===== config.mk =====
export PLATFORM = sky130hd
export DESIGN_NAME = FetchStage
export DESIGN_NICKNAME = d
export VERILOG_FILES = /design/src/verilog/CpuPkg.sv /design/src/verilog/FetchStage.sv
export SDC_FILE = /design/constraint.sdc
export NUM_CORES = 1
export LEC_CHECK = 0
export ABC_AREA = 0
export BUFFER_PORTS_ARGS = -buffer_cell sky130_fd_sc_hd__buf_2
export CAP_MARGIN = 10
export CORE_UTILIZATION = 35
export DETAILED_ROUTE_END_ITERATION = 8
export SYNTH_ARGS = -nofsm -noshare
export SYNTH_HDL_FRONTEND = slang
export SYNTH_SLANG_ARGS = --single-unit
export TNS_END_PERCENT = 20

===== constraint.sdc =====
create_clock -name clk -period 2.4 [get_ports clk]
set_clock_uncertainty 0.2 [all_clocks]
set_input_delay 0.24 -clock clk [delete_from_list [all_inputs] [get_ports clk]]
set_output_delay 0.24 -clock clk [all_outputs]
set_load 0.02 [all_outputs]

===== src/verilog/CpuPkg.sv =====
`default_nettype none

package CpuPkg;

  localparam int xlen = 32;
  localparam int regIndexWidth = 5;
  localparam int dataMemWords = 256;

  // Major opcodes
  localparam logic [6:0] opLui = 7'b0110111;
  localparam logic [6:0] opAuipc = 7'b0010111;
  localparam logic [6:0] opJal = 7'b1101111;
  localparam logic [6:0] opJalr = 7'b1100111;
  localparam logic [6:0] opBranch = 7'b1100011;
  localparam logic [6:0] opLoad = 7'b0000011;
  localparam logic [6:0] opStore = 7'b0100011;
  localparam logic [6:0] opImm = 7'b0010011;
  localparam logic [6:0] opReg = 7'b0110011;

  // addi x0, x0, 0
  localparam logic [xlen-1:0] nopInstruction = {25'b0, opImm};

  typedef enum logic [3:0] {
    aluAdd,
    aluSub,
    aluSll,
    aluSlt,
    aluSltu,
    aluXor,
    aluSrl,
    aluSra,
    aluOr,
    aluAnd,
    aluPassB
  } aluOpT;

  typedef enum logic [1:0] {
    fromRegister,
    fromWriteback,
    fromMemory
  } forwardSelT;

endpackage

`default_nettype wire


===== src/verilog/FetchStage.sv =====
`default_nettype none

module FetchStage import CpuPkg::*; (
  input wire clk,
  input wire rstN,
  input wire [xlen-1:0] instrData,
  input wire stall,
  input wire branchTaken,
  input wire [xlen-1:0] branchTarget,
  output logic [xlen-1:0] instrAddr,
  output logic [xlen-1:0] idInstruction,
  output logic [xlen-1:0] idPc
);

  logic [xlen-1:0] pc;
  logic [xlen-1:0] nextPc;

  assign instrAddr = pc;

  always_comb begin
    if (branchTaken) begin
      nextPc = branchTarget;
    end else if (stall) begin
      nextPc = pc;
    end else begin
      nextPc = pc + xlen'(4);
    end
  end

  always_ff @(posedge clk or negedge rstN) begin
    if (!rstN) begin
      pc <= '0;
    end else begin
      pc <= nextPc;
    end
  end

  // IF/ID barrier where flush wins over stall
  always_ff @(posedge clk or negedge rstN) begin
    if (!rstN) begin
      idInstruction <= nopInstruction;
      idPc <= '0;
    end else if (branchTaken) begin
      idInstruction <= nopInstruction;
    end else if (!stall) begin
      idInstruction <= instrData;
      idPc <= pc;
    end
  end

endmodule

`default_nettype wire


==> results of run 1 <==
-- sequential cells by signal, summed over array words and instances (netlist names) --
register,flops
idInstruction,32
idPc,32
instrAddr,32
-- worst max-delay path by stage --
stage                   from             to  slack (ns)
6_report        instrAddr[6]  instrAddr[20]        0.30
5_1_grt        instrAddr[17]  instrAddr[29]        0.20
4_1_cts         instrAddr[6]  instrAddr[20]        0.29
3_5_place_dp    instrAddr[6]  instrAddr[20]        0.29
3_3_place_gp    instrAddr[6]  instrAddr[20]        0.34
2_1_floorplan   instrAddr[4]  instrAddr[26]        0.35
-- per-stage QoR --
stage	instance area, um^2	setup WS, ns	power [mW]	hold slack (ns)	utilization [%]
after floorplan	4370	0.349	2.49	-0.256	-
after global placement	5410	0.339	2.87	0.140	44.6
after detailed placement	5410	0.294	2.88	0.143	44.6
after CTS	6390	0.289	4.56	0.126	52.8
after global routing	6390	0.202	4.72	0.160	52.8
final	6390	0.299	4.50	0.135	52.8
-- final cells by class --
class                           count  share of cell area [%]
Tap cell                          168                    3.29
Clock inverter                      1                   0.470
Inverter                            3                   0.176
Timing Repair Buffer              239                    24.7
Sequential cell                    96                    37.6
Clock buffer                       15                    4.81
Multi-Input combinational cell    263                    29.0
-- cells in the final DEF (no fill, tap or decap), types with 9 or more instances in the layout --
cell type      count
mux2_2            34
buf_2            162
nand3_1           11
o21ai_0           15
a31oi_1           14
dlygate4sd3_1     65
nor2_1            47
dfrtp_1           93
mux2i_1           33
clkbuf_16          9
or4_1             15
o31ai_1           13
buf_4             10
nand4_1            9
nand2_1           29
-- critical path, stage by stage, from the launching register on --
cell      delay, ns
dfrtp_1        0.46
and4_4         0.31
nand4b_4       0.19
or4_2          0.67
a31oi_1        0.18
-- routing by layer --
layer / global-route usage [%] / routed length [um]
met1: 25.2 / 5400
met2: 30.9 / 5560
met3: 3.24 / 655
met5: 0 / 0
met4: 9.04 / 281
-- logic make-up after synthesis --
family / count (synthesis) / synth area share (%)
multiplexers: 67 / 16.3
buffers and inverters: 27 / 2.69
AO/OA/AOI/OAI: 44 / 6.30
XOR/XNOR: 13 / 2.61
flip-flops: 96 / 55.1
AND/OR/NAND/NOR: 138 / 16.7
adder cells (fa/ha/maj): 1 / 0.286
-- power groups by stage --
stage                     sequential (mW)  combinational [mW]  clock, mW
after floorplan                      2.19               0.299          0
after global placement               1.98               0.890          0
after detailed placement             1.99               0.896          0
after CTS                            1.96               0.979       1.62
after global routing                 1.99                1.05       1.69
final                                1.96               0.975       1.56
-- repair_timing --
action | 4_1_cts | 5_1_grt
hold buffers | 65 | 0
hold endpoints to repair | 157 | 0
resized for setup | 0 | 0
==> qor.yml, run 1 <==
outcome: "finished clean"
layout.nets: 681
ioPinCount: 164
synthTopCellsByCount: "dfrtp_1 (93), nor2_1 (48), mux2_2 (34), mux2i_1 (33), nand2_1 (29)"
min_to: "instrAddr[10]"
row_count: 40
reg2reg_to: "instrAddr[20]"
insertedDiodeCount: 0
drive_gt1_share_pct: 38.2
grt.total_usage_pct: 19.2
regArea_um2: 2410
grt_setup_unrepaired: "false"
hold_path.class: "in -> reg"
p_int_mw: 3.21
syn-num-nets: 455
worstPathArrival_ns: 2.16
yosys_warnings: 0
end_kind: "flop"
avgSynthCellArea_um2: 11.3
min_period_over_period_pct: 87.6
ys_seq_elements: 96
avgViaCountPerCell: 4.94
drt_first_pass_iters: 4
hpwl_um: 7790
routabilityCongestion: 0.788
setup_tns_ns: 0
fmax_mhz: 476
async_reset_ff_share_pct: 100
vdd_drop_max_v: 0.000306
p_per_area_nw_per_um2: 703
drt_iter0_drc: 212
reg2reg_slack_ns: 0.30
synth.largest_area_cell: "dfrtp_1"
power.leakage_nw: 3.02
port_buffers: 163
syn2layout_area_growth_pct: 46.4
grt_pass1_vias: 3840
cts_tree: "done"
clkTransAtPathRegs_ns: 0.06
rr_worst_depth: 4
drtAntennaViolNets: 0
yosysTopAreaCellShare_pct: 53.3
ys_seq_area_share_pct: 55.1
synth_most_common_cell: "dfrtp_1"
cts_buffer_depth: 2
overflow: 0
netSwitchingFraction_pct: 28.7
syn_area_um2: 4370
clk_latency_ns: 0.34
synth_cell_types: 39
multiInputGateArea_um2: 1850
slew_headroom_pct: 61.5
hold_depth: 3
worst_pin_slew_ns: 0.577
grt_pass1_wl_um: 19100
postCtsSetupBuffers: 0
cts_htree_levels: 3
critical_path_required_ns: 2.45
netlist_instances: 386
critPathLaunchType: "flop"
antenna_found_initial: 0
worstPathMaxFanout: 12
synth_area_leaders: "dfrtp_1 (53%), mux2_2 (8.8%), mux2i_1 (7.6%)"
clock-sinks: 96
grt_max_degree: 97
dieWidth_um: 114
synthFlopType: "dfrtp_1"
start_util_pct: 36.1
clock-root-buffer: "clkbuf_16"
fin_crit_ns: 2.10
comb_power_share_pct: 21.7
fill_cells: 1083
cts_buffers: 9
worstHoldStart: "branchTaken"
path_class: "reg -> reg"
setup_viol: 0
pwr-share-clk_pct: 34.8
dp_cells: 704
wirelength_um: 11900
drv_slew: 0
die_y_um: 114
hold_violations: 0
drv_cap: 0
drc: 0
wl_per_cell_um: 15.1
r2r-start: "instrAddr[6]"
route.vias.total: 3881
stdcell_count: 785
synth_edf_count: 0
netSwitchingPower_mw: 1.29
die_area_um2: 12900
seqPwrFrac_pct: 43.6
core_area_um2: 12100
(Power assumes the default switching activity.)
==> run 2: changes to the inputs <==
--- a/config.mk
+++ b/config.mk
@@ -5,11 +5,12 @@
 export SDC_FILE = /design/constraint.sdc
 export NUM_CORES = 1
 export LEC_CHECK = 0
-export ABC_AREA = 0
+export ABC_AREA = 1
 export BUFFER_PORTS_ARGS = -buffer_cell sky130_fd_sc_hd__buf_2
 export CAP_MARGIN = 10
 export CORE_UTILIZATION = 35
 export DETAILED_ROUTE_END_ITERATION = 8
+export GPL_TIMING_DRIVEN = 0
 export SYNTH_ARGS = -nofsm -noshare
 export SYNTH_HDL_FRONTEND = slang
 export SYNTH_SLANG_ARGS = --single-unit
==> run 2 against run 1 <==
- flip-flop and latch count unchanged
- via count increased by 17%
- count of clock-buffer cells in the layout fell by 5
- critical path depth rose by 4
- sequential share of layout area shrank 0.088 points
- worst hold slack lost 0.12 ns
- largest cell class unchanged
- combinational power down 5.0%
- global-route usage up 4.1 points
- synthesized cell count rose by 33%
- die area grew 2.0%
==> qor.yml, run 2 <==
vdd_drop_max_v: 0.000350
outcome: "finished clean"
slew_headroom_pct: 59.7
setup_ws_ns: 0.488
crit_chain: "ha_1, nand2_1, nor2_4, nand3_2, nor2_1, nand3_1, nand2_1, nand3_1"
end_kind: "flop"
reg2reg_slack_ns: 0.49
grt_pass1_wl_um: 23200
r2r-start: "instrAddr[3]"
hold_depth: 4
min_to: "instrAddr[24]"
drt_iter0_drc: 369
overflow: 0
worstPathMaxFanout: 6
die_area_um2: 13200
synthTopCellsByCount: "nand2_1 (125), dfrtp_1 (93), inv_1 (46), nor2_1 (46), nand3_1 (45)"
yosysTopAreaCellShare_pct: 52.2
setup_viol: 0
grt_pass1_vias: 4492
async_reset_ff_share_pct: 100
cts_buffers: 9
worstPathArrival_ns: 1.96
cts_buffer_depth: 2
synth_most_common_cell: "nand2_1"
ioPinCount: 164
clk_latency_ns: 0.35
final_cell_mix: "buf_2 (172), nand2_1 (125), dfrtp_1 (93)"
crit_slowest_cell: "dfrtp_1"
clock-sinks: 96
synth_edf_count: 0
min_period_over_period_pct: 79.7
reg2reg_to: "instrAddr[26]"
cp_slowest_stage_delay_ns: 0.42
route.vias.total: 4558
cts_htree_levels: 3
antenna_found_initial: 0
fill_cells: 1189
grt.total_usage_pct: 23.3
rr_worst_depth: 8
postCtsSetupBuffers: 0
critPathLaunchType: "flop"
layout.nets: 816
drv_slew: 0
grt_max_degree: 55
drc: 0
avgViaCountPerCell: 4.95
ctsResizeCount: 0
syn-num-nets: 583
power.leakage_nw: 3.21
netlist_instances: 514
wl_per_cell_um: 15.9
clock-root-buffer: "clkbuf_16"
worstHoldStart: "branchTarget[24]"
dpl_cell_area_um2: 5510
synth.largest_area_cell: "dfrtp_1"
port_buffers: 162
drv_cap: 0
cpLargestDelayFamily: "simple AND/OR/NAND/NOR gates"
worst_pin_slew_ns: 0.604
grt_setup_unrepaired: "false"
die_y_um: 115
critical_path_required_ns: 2.44
routabilityCongestion: 0.924
fin_crit_ns: 1.91
synth_cell_types: 32
path_class: "reg -> reg"
drtAntennaViolNets: 0
final_area_um2: 6410
synthFlopType: "dfrtp_1"
crit_buf_inv: 0
drt_first_pass_iters: 6
ys_seq_elements: 96
wirelength_um: 14700
drive_gt1_share_pct: 28.5
hpwl_um: 10400
ctsHoldBuffers: 59
core_area_um2: 12200
row_count: 40
p_total_mw: 4.33
setup_tns_ns: 0
fmax_mhz: 523
post-place-ws_ns: 0.512
hold_violations: 0
fin_hold_ws_ns: 0.0116
regArea_um2: 2410
hold_path.class: "in -> reg"
syn_area_um2: 4460
syn2layout_area_growth_pct: 43.8
p_per_area_nw_per_um2: 676
ys_seq_area_share_pct: 54.0
layout_commonest_cell: "buf_2"
dieWidth_um: 115
clkTransAtPathRegs_ns: 0.07
yosys_warnings: 0
avgSynthCellArea_um2: 8.67
cts_tree: "done"
synth_area_leaders: "dfrtp_1 (52%), nand2_1 (11%), a22o_1 (5.7%)"
start_util_pct: 36.5
multiInputGateArea_um2: 1760
-- run 2: changes by cell type after synthesis, sizes merged, moves of 12 or more --
| cell | previous run | this run |
|---|---|---|
| nand2 | 29 | 127 |
| inv | 3 | 51 |
| nand3 | 12 | 47 |
| mux2 | 34 | 0 |
| mux2i | 33 | 0 |
| a22o | 0 | 29 |
| o21ai | 15 | 37 |
| or4 | 16 | 0 |
| o31ai | 13 | 0 |
| a31oi | 14 | 2 |
-- run 2: per-layer routing --
layer	GRT usage, %	vias up	share of wire (%)
met2	36.7	150	47
met4	10.3	0	2.5
met5	0	-	0
met1	31.3	2195	45
li1	-	2187	-
met3	4.27	26	5.3
-- run 2: cells by family (layout without fill, tap and decap cells) --
logic type                 after synthesis  count (layout)  share of synthesized area, %
and+or+nand+nor                        257             257                          25.9
DFF                                     96              96                          54.0
AOI/OAI and AO/OA                       86              86                          13.1
buffers and inverters                   73             311                          6.54
adders and majority gates                1               1                         0.281
xor gates and xnor gates                 1               1                         0.196
other                                    0               1                             0
-- run 2: per-stage QoR --
step	util [%]	instances
floorplan	-	514
detailed placement	45.1	845
global route	52.5	920
CTS	52.5	920
finish	52.5	921
global placement	44.9	844
-- run 2: worst max-delay path by stage --
stage,from,to,slack (ns),cells past startpoint
6_report,instrAddr[3],instrAddr[26],0.49,8
5_1_grt,instrAddr[3],instrAddr[30],0.34,8
4_1_cts,instrAddr[3],instrAddr[26],0.50,8
3_5_place_dp,instrAddr[3],instrAddr[26],0.51,8
3_3_place_gp,rstN,instrAddr[0],-0.12,1
2_1_floorplan,instrAddr[3],instrAddr[22],0.66,8
-- run 2: worst reg2reg max path: stages, from the launching register on --
cell     delay (ns)
dfrtp_1        0.42
ha_1           0.21
nand2_1        0.15
nor2_4         0.23
nand3_2        0.14
nor2_1         0.21
nand3_1        0.11
nand2_1        0.07
nand3_1        0.06
-- run 2: final cells by class --
cell class	instances	share of cell area (%)
inverters	51	2.99
clock inverters	6	1.05
well taps	168	3.28
flip-flops and latches	96	37.5
plain buffers	22	1.56
clock buffers	10	3.73
diodes	1	0.0390
repair buffers	222	22.3
multi-input cells	345	27.5
-- run 2: power breakdown --
group	internal, mW	total [mW]	switching, mW
combinational	0.346	0.926	0.581
clock	0.840	1.48	0.643
sequential	1.79	1.92	0.137
