## src/verilog/CpuPkg.sv

```systemverilog
`default_nettype none

package CpuPkg;

  localparam int xlen = 32;
  localparam int regIndexWidth = 5;
  localparam int dataMemWords = 256;

  // Major opcodes
  localparam logic [6:0] opLui = 7'b0110111;
  localparam logic [6:0] opAuipc = 7'b0010111;
  localparam logic [6:0] opJal = 7'b1101111;
  localparam logic [6:0] opJalr = 7'b1100111;
  localparam logic [6:0] opBranch = 7'b1100011;
  localparam logic [6:0] opLoad = 7'b0000011;
  localparam logic [6:0] opStore = 7'b0100011;
  localparam logic [6:0] opImm = 7'b0010011;
  localparam logic [6:0] opReg = 7'b0110011;

  // addi x0, x0, 0
  localparam logic [xlen-1:0] nopInstruction = {25'b0, opImm};

  typedef enum logic [3:0] {
    aluAdd,
    aluSub,
    aluSll,
    aluSlt,
    aluSltu,
    aluXor,
    aluSrl,
    aluSra,
    aluOr,
    aluAnd,
    aluPassB
  } aluOpT;

  typedef enum logic [1:0] {
    fromRegister,
    fromWriteback,
    fromMemory
  } forwardSelT;

endpackage

`default_nettype wire

```

## src/verilog/RegisterFile.sv

```systemverilog
`default_nettype none

module RegisterFile import CpuPkg::*; (
  input wire clk,
  input wire rstN,
  input wire [regIndexWidth-1:0] rs1Index,
  input wire [regIndexWidth-1:0] rs2Index,
  output logic [xlen-1:0] rs1Data,
  output logic [xlen-1:0] rs2Data,
  input wire writeEnable,
  input wire [regIndexWidth-1:0] writeIndex,
  input wire [xlen-1:0] writeData
);

  logic [xlen-1:0] registers [1:31];

  always_ff @(posedge clk or negedge rstN) begin
    if (!rstN) begin
      for (int i = 1; i < 32; i++) begin
        registers[i] <= '0;
      end
    end else if (writeEnable && writeIndex != '0) begin
      registers[writeIndex] <= writeData;
    end
  end

  // New data bypasses the array in the write cycle
  always_comb begin
    if (rs1Index == '0) begin
      rs1Data = '0;
    end else if (writeEnable && writeIndex == rs1Index) begin
      rs1Data = writeData;
    end else begin
      rs1Data = registers[rs1Index];
    end
    if (rs2Index == '0) begin
      rs2Data = '0;
    end else if (writeEnable && writeIndex == rs2Index) begin
      rs2Data = writeData;
    end else begin
      rs2Data = registers[rs2Index];
    end
  end

endmodule

`default_nettype wire

```

## src/verilog/DecodeStage.sv

```systemverilog
`default_nettype none

module DecodeStage import CpuPkg::*; (
  input wire clk,
  input wire rstN,
  input wire [xlen-1:0] idInstruction,
  input wire [xlen-1:0] idPc,
  input wire branchTaken,
  input wire wbRegWrite,
  input wire [regIndexWidth-1:0] wbRdIndex,
  input wire [xlen-1:0] wbData,
  output logic stall,
  output logic [xlen-1:0] exPc,
  output logic [xlen-1:0] exRs1Value,
  output logic [xlen-1:0] exRs2Value,
  output logic [regIndexWidth-1:0] exRs1Index,
  output logic [regIndexWidth-1:0] exRs2Index,
  output logic [regIndexWidth-1:0] exRdIndex,
  output logic [xlen-1:0] exImmediate,
  output aluOpT exAluOp,
  output logic exAluSrcImm,
  output logic exPcToAlu,
  output logic exLink,
  output logic exBranch,
  output logic exJumpRegister,
  output logic [2:0] exBranchFunct,
  output logic exMemRead,
  output logic exMemWrite,
  output logic exRegWrite
);

  logic [6:0] opcode;
  logic [2:0] funct3;
  logic altFunct;
  logic [regIndexWidth-1:0] rs1Index;
  logic [regIndexWidth-1:0] rs2Index;
  logic [regIndexWidth-1:0] rdIndex;
  logic [xlen-1:0] rs1Data;
  logic [xlen-1:0] rs2Data;
  logic [xlen-1:0] immI;
  logic [xlen-1:0] immS;
  logic [xlen-1:0] immB;
  logic [xlen-1:0] immU;
  logic [xlen-1:0] immJ;
  logic [xlen-1:0] immediate;
  aluOpT aluOp;
  logic aluSrcImm;
  logic pcToAlu;
  logic link;
  logic branch;
  logic jumpRegister;
  logic memRead;
  logic memWrite;
  logic regWrite;
  logic usesRs1;
  logic usesRs2;
  logic bubble;

  assign opcode = idInstruction[6:0];
  assign rdIndex = idInstruction[11:7];
  assign funct3 = idInstruction[14:12];
  assign rs1Index = idInstruction[19:15];
  assign rs2Index = idInstruction[24:20];
  assign altFunct = idInstruction[30];

  assign immI = {{20{idInstruction[31]}}, idInstruction[31:20]};
  assign immS = {{20{idInstruction[31]}}, idInstruction[31:25], idInstruction[11:7]};
  assign immB = {{19{idInstruction[31]}}, idInstruction[31], idInstruction[7],
                 idInstruction[30:25], idInstruction[11:8], 1'b0};
  assign immU = {idInstruction[31:12], 12'b0};
  assign immJ = {{11{idInstruction[31]}}, idInstruction[31], idInstruction[19:12],
                 idInstruction[20], idInstruction[30:21], 1'b0};

  RegisterFile registerFile (
    .clk(clk),
    .rstN(rstN),
    .rs1Index(rs1Index),
    .rs2Index(rs2Index),
    .rs1Data(rs1Data),
    .rs2Data(rs2Data),
    .writeEnable(wbRegWrite),
    .writeIndex(wbRdIndex),
    .writeData(wbData)
  );

  // Subtract only exists in the register form
  function automatic aluOpT arithOp(input logic [2:0] f3, input logic alt, input logic isReg);
    case (f3)
      3'b000: arithOp = (isReg && alt) ? aluSub : aluAdd;
      3'b001: arithOp = aluSll;
      3'b010: arithOp = aluSlt;
      3'b011: arithOp = aluSltu;
      3'b100: arithOp = aluXor;
      3'b101: arithOp = alt ? aluSra : aluSrl;
      3'b110: arithOp = aluOr;
      default: arithOp = aluAnd;
    endcase
  endfunction

  always_comb begin
    immediate = immI;
    aluOp = aluAdd;
    aluSrcImm = 1'b0;
    pcToAlu = 1'b0;
    link = 1'b0;
    branch = 1'b0;
    jumpRegister = 1'b0;
    memRead = 1'b0;
    memWrite = 1'b0;
    regWrite = 1'b0;
    usesRs1 = 1'b0;
    usesRs2 = 1'b0;
    case (opcode)
      opLui: begin
        immediate = immU;
        aluOp = aluPassB;
        aluSrcImm = 1'b1;
        regWrite = 1'b1;
      end
      opAuipc: begin
        immediate = immU;
        aluSrcImm = 1'b1;
        pcToAlu = 1'b1;
        regWrite = 1'b1;
      end
      opJal: begin
        immediate = immJ;
        pcToAlu = 1'b1;
        link = 1'b1;
        regWrite = 1'b1;
      end
      opJalr: begin
        pcToAlu = 1'b1;
        link = 1'b1;
        jumpRegister = 1'b1;
        regWrite = 1'b1;
        usesRs1 = 1'b1;
      end
      opBranch: begin
        immediate = immB;
        branch = 1'b1;
        usesRs1 = 1'b1;
        usesRs2 = 1'b1;
      end
      opLoad: begin
        aluSrcImm = 1'b1;
        memRead = 1'b1;
        regWrite = 1'b1;
        usesRs1 = 1'b1;
      end
      opStore: begin
        immediate = immS;
        aluSrcImm = 1'b1;
        memWrite = 1'b1;
        usesRs1 = 1'b1;
        usesRs2 = 1'b1;
      end
      opImm: begin
        aluOp = arithOp(funct3, altFunct, 1'b0);
        aluSrcImm = 1'b1;
        regWrite = 1'b1;
        usesRs1 = 1'b1;
      end
      opReg: begin
        aluOp = arithOp(funct3, altFunct, 1'b1);
        regWrite = 1'b1;
        usesRs1 = 1'b1;
        usesRs2 = 1'b1;
      end
      default: begin
        regWrite = 1'b0;
      end
    endcase
  end

  // Load in execute feeding a source read here
  assign stall = exMemRead && (exRdIndex != '0) &&
                 ((usesRs1 && exRdIndex == rs1Index) || (usesRs2 && exRdIndex == rs2Index));

  assign bubble = branchTaken || stall;

  // ID/EX barrier
  always_ff @(posedge clk or negedge rstN) begin
    if (!rstN) begin
      exMemRead <= 1'b0;
      exMemWrite <= 1'b0;
      exRegWrite <= 1'b0;
      exBranch <= 1'b0;
      exLink <= 1'b0;
    end else if (bubble) begin
      exMemRead <= 1'b0;
      exMemWrite <= 1'b0;
      exRegWrite <= 1'b0;
      exBranch <= 1'b0;
      exLink <= 1'b0;
    end else begin
      exMemRead <= memRead;
      exMemWrite <= memWrite;
      exRegWrite <= regWrite;
      exBranch <= branch;
      exLink <= link;
    end
  end

  always_ff @(posedge clk) begin
    exPc <= idPc;
    exRs1Value <= rs1Data;
    exRs2Value <= rs2Data;
    exRs1Index <= rs1Index;
    exRs2Index <= rs2Index;
    exRdIndex <= rdIndex;
    exImmediate <= immediate;
    exAluOp <= aluOp;
    exAluSrcImm <= aluSrcImm;
    exPcToAlu <= pcToAlu;
    exJumpRegister <= jumpRegister;
    exBranchFunct <= funct3;
  end

endmodule

`default_nettype wire

```

## config.mk

```make
export PLATFORM = sky130hd
export DESIGN_NAME = DecodeStage
export DESIGN_NICKNAME = d
export VERILOG_FILES = /design/src/verilog/CpuPkg.sv /design/src/verilog/RegisterFile.sv /design/src/verilog/DecodeStage.sv
export SDC_FILE = /design/constraint.sdc
export NUM_CORES = 2
export LEC_CHECK = 0
export BUFFER_PORTS_ARGS = -buffer_cell sky130_fd_sc_hd__buf_2
export CAP_MARGIN = 30
export CORE_MARGIN = 1.5
export CORE_UTILIZATION = 60
export DETAILED_ROUTE_END_ITERATION = 10
export PLACE_DENSITY = 0.78
export SLEW_MARGIN = 30
export SYNTH_ARGS = -nofsm -noshare
export SYNTH_HDL_FRONTEND = slang
export SYNTH_SLANG_ARGS = --single-unit
```

## constraint.sdc

```tcl
create_clock -name clk -period 6 [get_ports clk]
set_input_delay 1.5 -clock clk [delete_from_list [all_inputs] [get_ports clk]]
set_output_delay 1.5 -clock clk [all_outputs]
set_load 0.01 [all_outputs]
```

==> flow_summary.ini <==
[die]
die_x_um = 312.7
initial_utilization_pct = 60.59
num_io_pins = 264
coreArea_um2 = 95010
placementRows = 113
die_h_um = 312.7
die_area_um2 = 97810

[global_route]
grt_pass1_wl_um = 269400
grt_max_degree = 129
grt_pass1_vias = 39940
antenna_found_initial = 10
grt_overflow = 0
grt_use_total_pct = 37.36

[timing]
worstMarginPinSlew_ps = 1115
slew_violations = 0
grt_setup_unrepaired = false
setup_violations = 0
fin_setup_tns_ps = 0
fin_crit_sh_pct = 77.35
post-route-min-period_ps = 4641
fmax_mhz = 215.5
slew_headroom_pct = 25.69
hold_viol_final = 0
skew_ps = 20.57

[power_and_ir_drop]
power_density_nw_per_um2 = 345.0
clockPowerShare_pct = 35.0
worst_ir_drop_vdd_uv = 303.1
seqPwrFrac_pct = 46.2
p_leak_nw = 28.14
swShare_pct = 27.23
pwr-share-comb_pct = 18.8
p_int_w = 0.01613
switching_power_w = 0.006034

[logic_synthesis]
synth_common_cells = 1098 x mux2_2, 997 x dfrtp_1, 371 x mux4_2, 214 x clkbuf_1, 153 x dfxtp_1
synth-async-reset-ratio_pct = 86.70
syn_nets = 4081
synth_top_area_share_pct = 43.34
ys_seq_area_share_pct = 48.66
ys.flop_type = dfrtp_1
netlist_top_cells_area = dfrtp_1 43%, mux2_2 21%, mux4_2 15%, dfxtp_1 5.3%, mux2i_1 2.6%
syn_area_per_cell_um2 = 14.48
yosysMostFrequentCell = mux2_2
synthesis.area_um2 = 57570
synth-edff-count = 0
synth_warnings = 0
ys_types = 61
ys_ff_latch = 1150
synthCells = 3976
yosysTopAreaCell = dfrtp_1

[run_status]
status = finished clean

[setup_path]
worstSetupStartpoint = idInstruction[20]
critPathRequiredTime_ps = 4500
critPathLaunchType = primary input
timing.rr.end = exRs1Value[0]
cp_max_fo = 53
critPathCaptureType = primary output
rr_worst_depth = 4
endpoint = stall
r2r_slack_ps = 4000
crit_arrival_ps = 3140
rr_startpoint = registerFile.registers[64]
crit_type = in2out

[detailed_routing]
detail_route.wl_per_cell_um = 33.63
viasPerCell = 7.288
drt_iter0_drc = 4680
vias = 39650
wl_um = 183000
drtPass1Iterations = 6
drtAntennaViolNets = 0
drc_errors = 0

[run]
maxCapViolations = 0

[clock_network]
holdBufCountCts = 0
cts_buffers = 119
cts_resized = 0
tritoncts = built
ctsHtreeMaxLevel = 3
clk_pin_slew_ps = 60
clock-sinks = 1150
insertion_delay_ps = 730
cts-root-buf = clkbuf_16
postCtsSetupRepairBufs = 0
clk_path_buf_depth = 3

[place]
placed_area_um2 = 60090
portBuffers = 263
gp_congestion = 0.8910
detailed_place_hpwl_um = 107600

[layout]
register_area_um2 = 28010
design_area_um2 = 64240
nFillCells = 6589
final_layout_size_suffix_gt1_share_pct = 50.49
syn_to_final_growth_pct = 11.59
final_nets = 4170
multi_input_area_um2 = 27940

[hold_path]
hp-class = reg2reg
min_path_cells = 1
## through the flow
| step | utilization, % | power, W | cells | setup slack [ps] | hold WS (ps) |
|---|---|---|---|---|---|
| finish | 67.61 | 0.02216 | 5441 | 1359 | 512.9 |
| global route | 67.61 | 0.02289 | 5440 | 1128 | 537.0 |
| CTS | 67.60 | 0.02211 | 5436 | 1388 | 510.6 |
| detailed placement | 63.24 | 0.01441 | 5209 | 1377 | 496.5 |
| global placement | 63.14 | 0.01419 | 5205 | 1380 | 482.4 |
| floorplan | - | 0.01306 | 3976 | 1506 | 471.2 |
## state kept, by name (all words and copies together), names as in the netlist, 5 cells and up
signal	count
registerFile.registers	992
exImmediate	32
exPc	32
exRs1Value	32
exRs2Value	32
exRdIndex	5
exRs1Index	5
exRs2Index	5
## logic make-up after synthesis
kind of cell	count (synthesis)	synth area share, %
xor+xnor	20	0.3043
simple gates	285	2.452
mux	1639	39.24
compound gates	466	6.086
buf+inv	416	3.254
flops	1150	48.66
## critical path: stages
cell	delay, ps
buf_8	430
xor2_1	150
nor4_1	230
nand4_1	130
a21oi_1	390
buf_2	220
## cell usage in the layout (no fill, tap or decap), drive strengths merged, types with 9 or more instances in the layout
cell type	Yosys	routed
a211oi	29	29
a21boi	12	12
a21o	20	20
a21oi	16	16
a221oi	55	55
a22o	35	35
a22oi	91	91
a32o	12	12
and2	10	10
buf	198	380
clkbuf	214	192
clkinv	0	23
dfrtp	997	997
dfxtp	153	153
mux2	1106	1106
mux2i	152	152
mux4	381	381
nand2	103	103
nand2b	9	9
nand3	24	24
nor2	49	49
nor2b	25	25
nor3	17	17
o211ai	11	11
o21ai	35	35
o221ai	22	22
o22ai	75	75
o31a	12	12
o41ai	12	12
xnor2	12	12
## metal layers
layer	part of all wire (%)	vias up	GRT usage (%)
li1	-	15510	-
met1	37	20980	50.59
met2	45	2531	55.58
met3	11	627	9.925
met4	5.9	8	20.06
met5	0.032	-	0
## worst min-delay path by stage
stage | startpoint | endpoint | slack (ps)
after floorplan | registerFile.registers[101] | registerFile.registers[101] | 470
after global placement | registerFile.registers[103] | registerFile.registers[103] | 480
after detailed placement | registerFile.registers[105] | registerFile.registers[105] | 500
after CTS | registerFile.registers[105] | registerFile.registers[105] | 510
after global routing | registerFile.registers[104] | registerFile.registers[104] | 540
final | registerFile.registers[105] | registerFile.registers[105] | 510
## layout make-up
type                    instances  share of cell area [%]
diodes                          5                 0.01948
clock buffers                 192                   5.834
repair buffers                380                   3.948
multi-input cells            2410                   43.50
well taps                    1265                   2.464
flip-flops and latches       1150                   43.61
inverters                       4                 0.02337
clock inverters                35                  0.6077
## power by group through the flow
stage	Clock (W)	Sequential, W	Combinational, W
2_1_floorplan	0	0.00996	0.00310
3_3_place_gp	0	0.0102	0.00398
3_5_place_dp	0	0.0103	0.00411
4_1_cts	0.00779	0.0102	0.00414
5_1_grt	0.00810	0.0104	0.00440
6_report	0.00775	0.0102	0.00417
(Power assumes the default switching activity.)
